--- src/include/vec_defines.svh ---
// Size and encoding macros of the vector unit, included by the type and control packages

`ifndef VEC_DEFINES_SVH
`define VEC_DEFINES_SVH

////////////////////////////////////////////////////////////
// Data path sizes
////////////////////////////////////////////////////////////

// Parallel lanes, one element of every register per lane
`define VEC_NR_LANES 4

// Bits per element and per scalar operand
`define VEC_ELEM_W 32

// Architectural vector registers
`define VEC_NR_VREGS 8

////////////////////////////////////////////////////////////
// Control encodings
////////////////////////////////////////////////////////////

// Eight operations fit in three bits
`define VEC_OP_W 3

`endif

--- src/logic/vec_ctrl_pkg.sv ---
// Control encodings of the vector unit: opcodes and dispatcher states

`include "vec_defines.svh"

package vec_ctrl_pkg;

  // Operations accepted on the request port
  typedef enum logic [`VEC_OP_W-1:0] {
    VADD    = 3'd0,
    VSUB    = 3'd1,
    VAND    = 3'd2,
    VOR     = 3'd3,
    VXOR    = 3'd4,
    // Scalar broadcast into vd
    VMV_VX  = 3'd5,
    // Sum of all elements of vs2
    VREDSUM = 3'd6,
    // Element of vs2 picked by the scalar's low bits
    VEXT    = 3'd7
  } vec_op_e;

  // Dispatcher FSM, one instruction in flight
  typedef enum logic [1:0] {
    IDLE      = 2'd0,
    ISSUE     = 2'd1,
    WAIT_RESP = 2'd2
  } disp_state_e;

endpackage

--- src/logic/vec_types_pkg.sv ---
// Data-path types of the vector unit, referenced by scoped name from the RTL and testbench

`include "vec_defines.svh"

package vec_types_pkg;

  // One element, or the scalar operand of the core
  typedef logic [`VEC_ELEM_W-1:0] elem_t;

  // Vector register number
  typedef logic [$clog2(`VEC_NR_VREGS)-1:0] vreg_idx_t;

  // Lane number, equal to the element index inside a register
  typedef logic [$clog2(`VEC_NR_LANES)-1:0] lane_idx_t;

  // One element per lane, lane 0 in the low bits
  typedef logic [`VEC_NR_LANES*`VEC_ELEM_W-1:0] lane_elems_t;

endpackage

--- src/logic/vec_issue_if.sv ---
// Issue bus carrying one decoded instruction from the dispatcher to the lanes and result stage

`timescale 1ns/1ps

interface vec_issue_if;

  // One-cycle pulse per instruction, no back-pressure
  logic                      issue_valid;
  vec_ctrl_pkg::vec_op_e     op;
  vec_types_pkg::vreg_idx_t  vd;
  vec_types_pkg::vreg_idx_t  vs1;
  vec_types_pkg::vreg_idx_t  vs2;
  vec_types_pkg::elem_t      scalar;

  // Driving side
  modport disp (output issue_valid, output op, output vd, output vs1, output vs2,
                output scalar);

  // Every lane sees the whole instruction
  modport lane (input issue_valid, input op, input vd, input vs1, input vs2, input scalar);

  // Result stage only needs what shapes the response
  modport res (input issue_valid, input op, input scalar);

endinterface

--- src/logic/vec_dispatcher.sv ---
// Decode stage of the vector unit: takes core requests and issues them one at a time

`timescale 1ns/1ps

module vec_dispatcher (
  input  logic                     clk_i,
  input  logic                     arst_n_i,
  // Request port of the core
  input  logic                     acc_req_valid_i,
  output logic                     acc_req_ready_o,
  input  vec_ctrl_pkg::vec_op_e    acc_req_op_i,
  input  vec_types_pkg::vreg_idx_t acc_req_vd_i,
  input  vec_types_pkg::vreg_idx_t acc_req_vs1_i,
  input  vec_types_pkg::vreg_idx_t acc_req_vs2_i,
  input  vec_types_pkg::elem_t     acc_req_scalar_i,
  // Response handshake done in the result stage
  input  logic                     resp_done_i,
  // Towards lanes and result stage
  vec_issue_if.disp                issue
);

  vec_ctrl_pkg::disp_state_e state_q, state_d;
  logic                      req_fire;
  logic                      issue_valid_q;

  // Held request
  vec_ctrl_pkg::vec_op_e     op_q;
  vec_types_pkg::vreg_idx_t  vd_q;
  vec_types_pkg::vreg_idx_t  vs1_q;
  vec_types_pkg::vreg_idx_t  vs2_q;
  vec_types_pkg::elem_t      scalar_q;

  ////////////////////////////////////////////////////////////
  // Control FSM
  ////////////////////////////////////////////////////////////

  // Only an empty unit takes a new request
  assign acc_req_ready_o = (state_q == vec_ctrl_pkg::IDLE);
  assign req_fire        = acc_req_valid_i & acc_req_ready_o;

  always_comb begin
    state_d = state_q;
    unique case (state_q)
      vec_ctrl_pkg::IDLE: begin
        if (req_fire) state_d = vec_ctrl_pkg::ISSUE;
      end
      vec_ctrl_pkg::ISSUE: state_d = vec_ctrl_pkg::WAIT_RESP;
      vec_ctrl_pkg::WAIT_RESP: begin
        if (resp_done_i) state_d = vec_ctrl_pkg::IDLE;
      end
      default: state_d = vec_ctrl_pkg::IDLE;
    endcase
  end

  // Issue pulse leaves the ISSUE state registered, so lanes see a clean strobe
  always_ff @(posedge clk_i or negedge arst_n_i) begin
    if (!arst_n_i) begin
      state_q       <= vec_ctrl_pkg::IDLE;
      issue_valid_q <= 1'b0;
    end else begin
      state_q       <= state_d;
      issue_valid_q <= (state_q == vec_ctrl_pkg::ISSUE);
    end
  end

  ////////////////////////////////////////////////////////////
  // Request capture
  ////////////////////////////////////////////////////////////

  always_ff @(posedge clk_i) begin
    if (req_fire) begin
      op_q     <= acc_req_op_i;
      vd_q     <= acc_req_vd_i;
      vs1_q    <= acc_req_vs1_i;
      vs2_q    <= acc_req_vs2_i;
      scalar_q <= acc_req_scalar_i;
    end
  end

  assign issue.issue_valid = issue_valid_q;
  assign issue.op          = op_q;
  assign issue.vd          = vd_q;
  assign issue.vs1         = vs1_q;
  assign issue.vs2         = vs2_q;
  assign issue.scalar      = scalar_q;

endmodule

--- src/logic/vec_lane.sv ---
// Execute stage of one lane: register file slice, element ALU and element read-out

`timescale 1ns/1ps

`include "vec_defines.svh"

module vec_lane #(
  parameter int unsigned lane_id = 0
) (
  input  logic                 clk_i,
  input  logic                 arst_n_i,
  vec_issue_if.lane            issue,
  output vec_types_pkg::elem_t elem_o,
  output logic                 elem_valid_o
);

  // This lane's element of every vector register
  vec_types_pkg::elem_t rf_q [`VEC_NR_VREGS];

  vec_types_pkg::elem_t src1;
  vec_types_pkg::elem_t src2;
  vec_types_pkg::elem_t alu_res;
  logic                 wr_en;

  assign src1 = rf_q[issue.vs1];
  assign src2 = rf_q[issue.vs2];

  ////////////////////////////////////////////////////////////
  // Element ALU
  ////////////////////////////////////////////////////////////

  // Subtraction is vs2 - vs1, all arithmetic wraps modulo 2^32
  always_comb begin
    alu_res = '0;
    wr_en   = issue.issue_valid;
    unique case (issue.op)
      vec_ctrl_pkg::VADD:   alu_res = src2 + src1;
      vec_ctrl_pkg::VSUB:   alu_res = src2 - src1;
      vec_ctrl_pkg::VAND:   alu_res = src2 & src1;
      vec_ctrl_pkg::VOR:    alu_res = src2 | src1;
      vec_ctrl_pkg::VXOR:   alu_res = src2 ^ src1;
      vec_ctrl_pkg::VMV_VX: alu_res = issue.scalar;
      // Reduction and extraction leave the register file alone
      default:              wr_en   = 1'b0;
    endcase
  end

  always_ff @(posedge clk_i or negedge arst_n_i) begin
    if (!arst_n_i) begin
      for (int i = 0; i < `VEC_NR_VREGS; i++) begin
        rf_q[i] <= '0;
      end
    end else if (wr_en) begin
      rf_q[issue.vd] <= alu_res;
    end
  end

  ////////////////////////////////////////////////////////////
  // Element read-out
  ////////////////////////////////////////////////////////////

  // Every issue loads this lane's vs2 element for the result stage
  always_ff @(posedge clk_i) begin
    if (issue.issue_valid) elem_o <= src2;
  end

  always_ff @(posedge clk_i or negedge arst_n_i) begin
    if (!arst_n_i) elem_valid_o <= 1'b0;
    else           elem_valid_o <= issue.issue_valid;
  end

endmodule

--- src/logic/vec_result.sv ---
// Result stage: merges lane elements into one scalar response and holds it until taken

`timescale 1ns/1ps

`include "vec_defines.svh"

module vec_result (
  input  logic                        clk_i,
  input  logic                        arst_n_i,
  vec_issue_if.res                    issue,
  // Lane elements, valid together
  input  vec_types_pkg::lane_elems_t  elems_i,
  input  logic                        elems_valid_i,
  // Response port of the core
  output logic                        acc_resp_valid_o,
  input  logic                        acc_resp_ready_i,
  output vec_types_pkg::elem_t        acc_resp_result_o,
  // Back to the dispatcher
  output logic                        resp_done_o
);

  vec_ctrl_pkg::vec_op_e    op_q;
  vec_types_pkg::elem_t     scalar_q;
  vec_types_pkg::lane_idx_t ext_idx;
  vec_types_pkg::elem_t     red_sum;
  vec_types_pkg::elem_t     ext_elem;
  vec_types_pkg::elem_t     resp_d;

  // Op and scalar are gone from the bus by the time lanes answer
  always_ff @(posedge clk_i) begin
    if (issue.issue_valid) begin
      op_q     <= issue.op;
      scalar_q <= issue.scalar;
    end
  end

  ////////////////////////////////////////////////////////////
  // Merge
  ////////////////////////////////////////////////////////////

  assign ext_idx  = scalar_q[$bits(vec_types_pkg::lane_idx_t)-1:0];
  assign ext_elem = elems_i[ext_idx*`VEC_ELEM_W +: `VEC_ELEM_W];

  always_comb begin
    red_sum = '0;
    for (int i = 0; i < `VEC_NR_LANES; i++) begin
      red_sum = red_sum + elems_i[i*`VEC_ELEM_W +: `VEC_ELEM_W];
    end
  end

  // Element-wise ops answer with zero
  always_comb begin
    unique case (op_q)
      vec_ctrl_pkg::VREDSUM: resp_d = red_sum;
      vec_ctrl_pkg::VEXT:    resp_d = ext_elem;
      default:               resp_d = '0;
    endcase
  end

  ////////////////////////////////////////////////////////////
  // Response hold
  ////////////////////////////////////////////////////////////

  assign resp_done_o = acc_resp_valid_o & acc_resp_ready_i;

  always_ff @(posedge clk_i or negedge arst_n_i) begin
    if (!arst_n_i)          acc_resp_valid_o <= 1'b0;
    else if (elems_valid_i) acc_resp_valid_o <= 1'b1;
    else if (resp_done_o)   acc_resp_valid_o <= 1'b0;
  end

  always_ff @(posedge clk_i) begin
    if (elems_valid_i) acc_resp_result_o <= resp_d;
  end

endmodule

--- src/logic/vec_unit.sv ---
// Top level of the vector unit: dispatcher, lanes and result stage behind the core's port

`timescale 1ns/1ps

`include "vec_defines.svh"

module vec_unit (
  input  logic                     clk_i,
  input  logic                     arst_n_i,
  // Request
  input  logic                     acc_req_valid_i,
  output logic                     acc_req_ready_o,
  input  vec_ctrl_pkg::vec_op_e    acc_req_op_i,
  input  vec_types_pkg::vreg_idx_t acc_req_vd_i,
  input  vec_types_pkg::vreg_idx_t acc_req_vs1_i,
  input  vec_types_pkg::vreg_idx_t acc_req_vs2_i,
  input  vec_types_pkg::elem_t     acc_req_scalar_i,
  // Response
  output logic                     acc_resp_valid_o,
  input  logic                     acc_resp_ready_i,
  output vec_types_pkg::elem_t     acc_resp_result_o
);

  vec_issue_if issue_if ();

  vec_types_pkg::lane_elems_t lane_elems;
  logic [`VEC_NR_LANES-1:0]   lane_valid;
  logic                       resp_done;

  ////////////////////////////////////////////////////////////
  // Dispatcher
  ////////////////////////////////////////////////////////////

  vec_dispatcher i_dispatcher (
    .clk_i            (clk_i           ),
    .arst_n_i         (arst_n_i        ),
    .acc_req_valid_i  (acc_req_valid_i ),
    .acc_req_ready_o  (acc_req_ready_o ),
    .acc_req_op_i     (acc_req_op_i    ),
    .acc_req_vd_i     (acc_req_vd_i    ),
    .acc_req_vs1_i    (acc_req_vs1_i   ),
    .acc_req_vs2_i    (acc_req_vs2_i   ),
    .acc_req_scalar_i (acc_req_scalar_i),
    .resp_done_i      (resp_done       ),
    .issue            (issue_if.disp   )
  );

  ////////////////////////////////////////////////////////////
  // Lanes
  ////////////////////////////////////////////////////////////

  for (genvar l = 0; l < `VEC_NR_LANES; l++) begin : gen_lanes
    vec_lane #(
      .lane_id (l)
    ) i_lane (
      .clk_i        (clk_i                                      ),
      .arst_n_i     (arst_n_i                                   ),
      .issue        (issue_if.lane                              ),
      .elem_o       (lane_elems[l*`VEC_ELEM_W +: `VEC_ELEM_W]),
      .elem_valid_o (lane_valid[l]                              )
    );
  end : gen_lanes

  ////////////////////////////////////////////////////////////
  // Result stage
  ////////////////////////////////////////////////////////////

  // Lanes run in lockstep, lane 0 speaks for all
  vec_result i_result (
    .clk_i             (clk_i            ),
    .arst_n_i          (arst_n_i         ),
    .issue             (issue_if.res     ),
    .elems_i           (lane_elems       ),
    .elems_valid_i     (lane_valid[0]    ),
    .acc_resp_valid_o  (acc_resp_valid_o ),
    .acc_resp_ready_i  (acc_resp_ready_i ),
    .acc_resp_result_o (acc_resp_result_o),
    .resp_done_o       (resp_done        )
  );

endmodule

--- config.mk ---
export PLATFORM = sky130hd
export DESIGN_NAME = vec_unit
export DESIGN_NICKNAME = d
export VERILOG_FILES = /design/src/logic/vec_ctrl_pkg.sv /design/src/logic/vec_types_pkg.sv /design/src/logic/vec_issue_if.sv /design/src/logic/vec_dispatcher.sv /design/src/logic/vec_lane.sv /design/src/logic/vec_result.sv /design/src/logic/vec_unit.sv
export VERILOG_INCLUDE_DIRS = /design/src /design/src/include
export SDC_FILE = /design/constraint.sdc
export NUM_CORES = 2
export LEC_CHECK = 0
export ABC_AREA = 0
export BUFFER_PORTS_ARGS = -buffer_cell sky130_fd_sc_hd__buf_2
export CAP_MARGIN = 30
export CORE_ASPECT_RATIO = 1.1
export CORE_UTILIZATION = 55
export CTS_CLUSTER_DIAMETER = 40
export CTS_CLUSTER_SIZE = 28
export DETAILED_ROUTE_END_ITERATION = 12
export GPL_ROUTABILITY_DRIVEN = 0
export PLACE_DENSITY = 0.71
export REMOVE_ABC_BUFFERS = 1
export SYNTH_ARGS = -nofsm -noshare
export SYNTH_HDL_FRONTEND = slang
export SYNTH_SLANG_ARGS = --single-unit
--- constraint.sdc ---
create_clock -name clk_i -period 12.35 [get_ports clk_i]
set_input_delay 0.6175 -clock clk_i [delete_from_list [all_inputs] [get_ports clk_i]]
set_output_delay 0.6175 -clock clk_i [all_outputs]
set_load 0.02 [all_outputs]
# --- After elaboration in Yosys (flattened, before gate mapping) ---
# Cells that the tools add are included.
word_totals:
  reg_bits: 1238
  wordCells: 139
op_classes:
  n_reduce_logical: 6
  order_cmp: 4
  n_mux: 41
  n_addsub: 11
  bitwise: 17
  n_eq_ne: 11
  shift: 1
op_table:
  columns: ["op", "n"]
  rows:
  - ["$bwmux W256", 4]
  - ["$bmux W32 S3", 8]
  - ["$pmux W32 S6", 4]
  - ["$mux W32", 17]
  - ["$add A32 B32 Y32", 7]
  - ["$and A32 B32 Y32", 4]
  - ["$or A32 B32 Y32", 4]
  - ["$shiftx A128 B8 Y32", 1]
  - ["$sub A32 B32 Y32", 4]
  - ["$xor A32 B32 Y32", 4]
  - ["$demux W32 S3", 1]
  - ["$pmux W32 S2", 1]
  - ["$eq A3 B3 Y1 const B", 4]
  - ["$ge A4 B4 Y1 const B", 3]
  - ["$not A3 Y4", 3]
  - ["$eq A3 B2 Y1 const B", 2]
  - ["$pmux W2 S3", 1]
  - ["$reduce_or A6 Y1", 1]
  - ["$lt A4 B1 Y1 const B", 1]
  - ["$mux W2", 2]
  - ["$eq A3 B1 Y1 const B", 1]
  - ["$logic_not A3 Y1", 1]
  - ["$mux W1", 3]
  - ["$and A1 B1 Y1", 2]
  - ["other kinds (8)", 8]

# --- Logic depth before layout (Yosys ltp) ---
depth:
  ltp_word: 7
  mapped_depth: 31

# --- By module ---
# A second synthesis with hierarchy kept.
unflattened:
  cells_unflattened: 7749
  hier_area_um2: 81239.2
by_module_without_submodules:
  columns: ["module", "area_per_inst_um2", "cells_per_inst", "instances"]
  rows:
  - ["vec_lane at gen_lanes[3].i_lane", 19148.4, 1881, 1]
  - ["vec_lane at gen_lanes[2].i_lane", 18680.4, 1817, 1]
  - ["vec_lane at gen_lanes[1].i_lane", 18357.6, 1768, 1]
  - ["vec_lane at gen_lanes[0].i_lane", 18251.3, 1741, 1]
  - ["vec_result", 5361.4, 489, 1]
  - ["vec_dispatcher", 1440.1, 53, 1]

# --- Least setup slack after synthesis ---
# No wires, ideal clock.
synth_timing:
  path_kind: "reg2reg"
  startpoint: "register i_dispatcher.vs1_q[1] (netlist: i_dispatcher.issue.vs1[1])"
  endpoint: "register gen_lanes[3].i_lane.rf_q[153] (netlist bit)"
  path_stages_with_launch: 30
  path_slack_ns: 5.278
  t_arrival_ns: 6.930
  path_cell_list: "edfxtp_1 -> buf_6 -> buf_12 -> buf_12 -> buf_6 -> buf_4 -> buf_4 -> buf_2 -> buf_4 -> buf_2 -> buf_1 -> mux4_2 -> mux2i_1 -> ha_1 -> nand2_1 -> nor3_1 -> nand4_1 -> o21ai_0 -> xnor2_1 -> ha_1 -> a21o_1 -> a21o_1 -> a21oi_1 -> o21ai_0 -> o41ai_1 -> o21ai_0 -> xnor2_1 -> a211oi_1 -> a31oi_1 -> a21oi_1"
synth_via:
  elab_chain_cells: 7
synth_lines:
  columns: ["item", "line", "source"]
  rows:
  - ["start, declared", "vec_dispatcher.sv:29", "vec_types_pkg::vreg_idx_t vs1_q;"]
  - ["start signal, assigned", "vec_dispatcher.sv:74", "vs1_q <= acc_req_vs1_i;"]
  - ["$not A3 Y4 (implied by the code) *", "vec_lane.sv:25", "assign src1 = rf_q[issue.vs1];"]
  - ["$bmux W32 S3 *", "vec_lane.sv:25", null]
  - ["$mux W32 (implied by the code) * (2 in series)", "vec_lane.sv:25", null]
  - ["$sub A32 B32 Y32 (tied with other cells)", "vec_lane.sv:38", "vec_ctrl_pkg::VSUB: alu_res = src2 - src1;"]
  - ["$pmux W32 S6 *", "vec_lane.sv:36", "unique case (issue.op)"]
  - ["$bwmux W256 *", "vec_lane.sv:54", "rf_q[issue.vd] <= alu_res;"]
  - ["end signal, assigned by index", "vec_lane.sv:54", null]
  - ["end, declared", "vec_lane.sv:18", "vec_types_pkg::elem_t rf_q [`VEC_NR_VREGS];"]
# Mark *: on every way between the ends. The rest lies on a longest branch, timed or not. The select of a mux whose other input is x is not followed.
# A chain may end at the register's enable or synchronous reset.

# --- Worst setup path after layout ---
layout_timing:
  startpoint: "register i_dispatcher.vs1_q[1] (netlist: i_dispatcher.issue.vs1[1])"
  endpoint: "register gen_lanes[3].i_lane.rf_q[122] (netlist bit)"
# The elaborated chain is that of the path after synthesis.

==> metrics.cfg <==
[floorplan]
start_util_pct=55.6
core_um2=142000
io_pins=82
die_area_um2=145000
die_w_um=364
fp.dieH_um=400
rows=145

[timing]
maxSlewViolCount=0
rsz0062_at_grt=false
min_period_ns=8.32
setup_viol=0
fin_ws_ns=4.03
worst_pin_slew_ns=1.16
fmax_ghz=0.120
skew_ns=0.0468
final-hold-violation-count=0
fin_crit_sh_pct=67.4
relSlewSlack_pct=23.0

[synthesis]
ys_ff_latch=1238
synth_largest_area_cell=dfrtp_1
synth-async-reset-ratio_pct=83.1
synth_warnings=0
synthTopCellsByArea=dfrtp_1, mux4_2, edfxtp_1
yosysSeqAreaShare_pct=40.5
synth_edf_count=209
ys.flop_type=dfrtp_1
postSynthAreaPerCell_um2=10.5
synth_cell_types=94
synth.cell_area_um2=79200
yosysTopAreaCellShare_pct=32.5
synth_cells=7511

[placed_design]
dp.cells=9130
portBuffers=81
place_hpwl_um=169000
place_ws_ns=4.34

[grt]
grt_max_degree=174
grt_pass1_wl_um=389000
grt_use_total_pct=35.7
antenna_found_initial=14
grt_pass1_vias=63300
overflow=0

[power]
p_switching_mw=11.3
leakage_nw=39.4
pwr-share-comb_pct=51.9
p_per_area_nw_per_um2=290
swShare_pct=44.7
pwr-share-clk_pct=20.9
peakVddDrop_mv=0.177
seq_power_share_pct=27.2
p_int_mw=14.0

[critical_path]
start_kind=register
rr_startpoint=i_dispatcher.issue.vs1[1]$_DFFE_PP_
cp_max_fo=67
reg2reg_depth=20
r2r-end=gen_lanes[3].i_lane.rf_q[122]$_DFFE_PN0P_
cp_data_required_time_ns=13.09
critPathCaptureType=register
r2r_slack_ns=4.03
worstSetupPathType=register to register
worst_ep_arrival_time_ns=9.06

[clock_network]
cts.clk_slew.worst_paths_ns=0.06
ctsLongestPathBuffers=3
cts_tree=built
clk_latency_ns=0.85
ctsResizeCount=0
htreeDepth=4
cts_made_buffers=174
cts_sinks=1238
clockRootBuffer=clkbuf_16

[route]
via_per_inst=6.64
vias=63100
drt_first_pass_iters=8
drtIter0Drc=7662
drt-total-wl_um=257000
postRouteAntennaNets=0
route.detailed.drc=0
wl_per_cell_um=27.1

[final_layout]
layout-drive-gt1-share_pct=15.5
fill_cells=11200
layoutNonFillerInstCount=9511
layout.nets=7979
synthToLayoutAreaGrowth_pct=10.7

[run]
drv_cap=0

[min_path]
hold_path.class=input port to register
hp-start=acc_resp_ready_i
holdPathStages=3
hold_path_end=i_result.acc_resp_valid_o$_DFFE_PN0P_

[status]
status=complete, no violations

==> state kept, by name, indices dropped and copies added, names as in the netlist <==
register                        flops
i_dispatcher.issue.scalar          32
gen_lanes.i_lane.elem_o           128
i_dispatcher.state_q                2
i_dispatcher.issue.vd               3
i_dispatcher.issue.op               3
i_dispatcher.issue.vs1              3
i_result.op_q                       3
gen_lanes.i_lane.rf_q            1024
i_dispatcher.issue.vs2              3
i_result.acc_resp_result_o         32
i_result.scalar_q                   2
gen_lanes.i_lane.elem_valid_o       1
i_dispatcher.issue.issue_valid      1
i_result.acc_resp_valid_o           1
==> worst max-delay path: stages (launching register included) <==
cell and delay (ns):
edfxtp_1 0.76, buf_12 0.34, inv_2 0.64, buf_4 0.52
mux2i_1 0.33, inv_1 0.17, nor3_1 0.88, nand4_1 0.26
o21ai_0 0.29, xnor2_1 0.10, ha_1 0.42, nand4_1 0.20
nor3_1 0.26, nor3b_1 0.50, o311ai_0 0.21, buf_4 0.19
o21ai_0 0.40, nor3_1 0.09, a2111oi_0 0.85, a21oi_1 0.31
o21ai_0 0.28
==> what timing repair did <==
item	CTS	global route
endpoints found under the hold margin	164	0
buffers inserted	0	0
hold buffers	44	0
==> stage by stage <==
step / hold slack, ns / power [mW] / util, % / setup TNS, ns / instance area, um^2
final: 0.0612 / 25.4 / 61.5 / 0 / 87600
after CTS: 0.0364 / 25.0 / 61.5 / 0 / 87600
after floorplan: 0.322 / 16.0 / - / -835.98 / 76800
after detailed placement: 0.466 / 19.6 / 56.8 / 0 / 80900
after global placement: 0.439 / 19.1 / 56.7 / 0 / 80800
after global routing: 0.0563 / 26.9 / 61.5 / 0 / 87600
==> cell usage in the layout, fill, tap and decap left out, types with 19 or more instances in the layout <==
cell type | netlist | final
a211oi_1 | 35 | 35
a21o_1 | 65 | 65
a21oi_1 | 426 | 426
a221oi_1 | 28 | 28
a22oi_1 | 27 | 27
a31oi_1 | 41 | 41
and3_1 | 26 | 26
buf_2 | 34 | 83
buf_4 | 16 | 107
clkbuf_16 | 0 | 177
dfrtp_1 | 1029 | 1027
dlygate4sd3_1 | 0 | 44
edfxtp_1 | 209 | 209
fa_1 | 66 | 66
ha_1 | 423 | 423
inv_1 | 313 | 311
inv_6 | 0 | 29
mux2_2 | 140 | 140
mux2i_1 | 289 | 289
mux4_1 | 53 | 53
mux4_2 | 457 | 457
nand2_1 | 1181 | 1177
nand2b_1 | 19 | 19
nand3_1 | 47 | 47
nor2_1 | 356 | 348
nor3_1 | 52 | 50
o211ai_1 | 30 | 30
o21a_1 | 20 | 20
o21ai_0 | 1060 | 1060
o21bai_1 | 19 | 19
o22ai_1 | 41 | 41
o31ai_1 | 27 | 27
or3_1 | 22 | 20
xnor2_1 | 193 | 193
xor2_1 | 48 | 48
==> per-layer routing <==
metal	track usage (%)	routed length, um	vias to the layer above
li1	-	-	27200
met1	46.2	96000	31300
met2	54.8	116000	3781
met3	9.52	30200	890
met4	19.8	15300	12
met5	0	95	-
==> synth_stat cells (17+ instances only) <==
cell,instances
nand2_1,1181
o21ai_0,1060
dfrtp_1,1029
mux4_2,457
a21oi_1,426
ha_1,423
nor2_1,356
clkbuf_1,336
inv_1,313
mux2i_1,289
edfxtp_1,209
xnor2_1,193
mux2_2,140
buf_1,69
fa_1,66
a21o_1,65
mux4_1,53
nor3_1,52
xor2_1,48
nand3_1,47
a31oi_1,41
o22ai_1,41
a211oi_1,35
buf_2,34
o211ai_1,30
buf_6,29
a221oi_1,28
a22oi_1,27
o31ai_1,27
and3_1,26
or3_1,22
o21a_1,20
and2_1,19
nand2b_1,19
o21bai_1,19
nand4_1,18
o21ai_1,18
nor2b_1,17
o221ai_1,17
==> kinds of logic (layout without fill, tap and decap cells) <==
kind of cell / Yosys count / in the layout / synth area share (%)
XOR/XNOR: 241 / 241 / 2.67
other: 0 / 7 / 0
AO/OA/AOI/OAI: 1962 / 1962 / 14.0
multiplexers: 942 / 942 / 20.5
AND/OR/NAND/NOR: 1825 / 1825 / 9.55
buffers and inverters: 814 / 896 / 4.50
adder cells (fa/ha/maj): 489 / 489 / 8.36
flip-flops: 1238 / 1238 / 40.5
==> layout make-up <==
type | instances | area, um^2 | area share [%]
inverters | 316 | 1190 | 1.36
multi-input cells | 5459 | 43700 | 49.9
flip-flops and latches | 1238 | 32000 | 36.6
diodes | 7 | 17.5 | 0.0200
repair buffers | 253 | 2040 | 2.33
clock buffers | 211 | 4730 | 5.39
clock inverters | 116 | 1530 | 1.74
well taps | 1911 | 2390 | 2.73
==> power groups by stage <==
stage                     logic [mW]  clock network, mW  registers (mW)
final                           13.2               5.30            6.90
after global routing            14.3               5.51            7.05
after CTS                       12.8               5.34            6.85
after detailed placement        12.7                  0            6.90
after global placement          12.3                  0            6.83
after floorplan                 9.20                  0            6.77
==> worst max path at each step <==
stage	slack (ns)	depth (start not counted)	from	to
global placement	4.43	18	i_dispatcher.issue.vs1[1]$_DFFE_PP_	gen_lanes[3].i_lane.rf_q[251]$_DFFE_PN0P_
detailed placement	4.34	18	i_dispatcher.issue.vs1[2]$_DFFE_PP_	gen_lanes[1].i_lane.rf_q[30]$_DFFE_PN0P_
floorplan	-1.89	14	i_dispatcher.issue.vs2[0]$_DFFE_PP_	gen_lanes[2].i_lane.rf_q[187]$_DFFE_PN0P_
global route	3.62	18	i_dispatcher.issue.vs1[2]$_DFFE_PP_	gen_lanes[1].i_lane.rf_q[62]$_DFFE_PN0P_
CTS	4.29	19	i_dispatcher.issue.vs1[1]$_DFFE_PP_	gen_lanes[3].i_lane.rf_q[122]$_DFFE_PN0P_
finish	4.03	20	i_dispatcher.issue.vs1[1]$_DFFE_PP_	gen_lanes[3].i_lane.rf_q[122]$_DFFE_PN0P_
(Power assumes the default switching activity.)
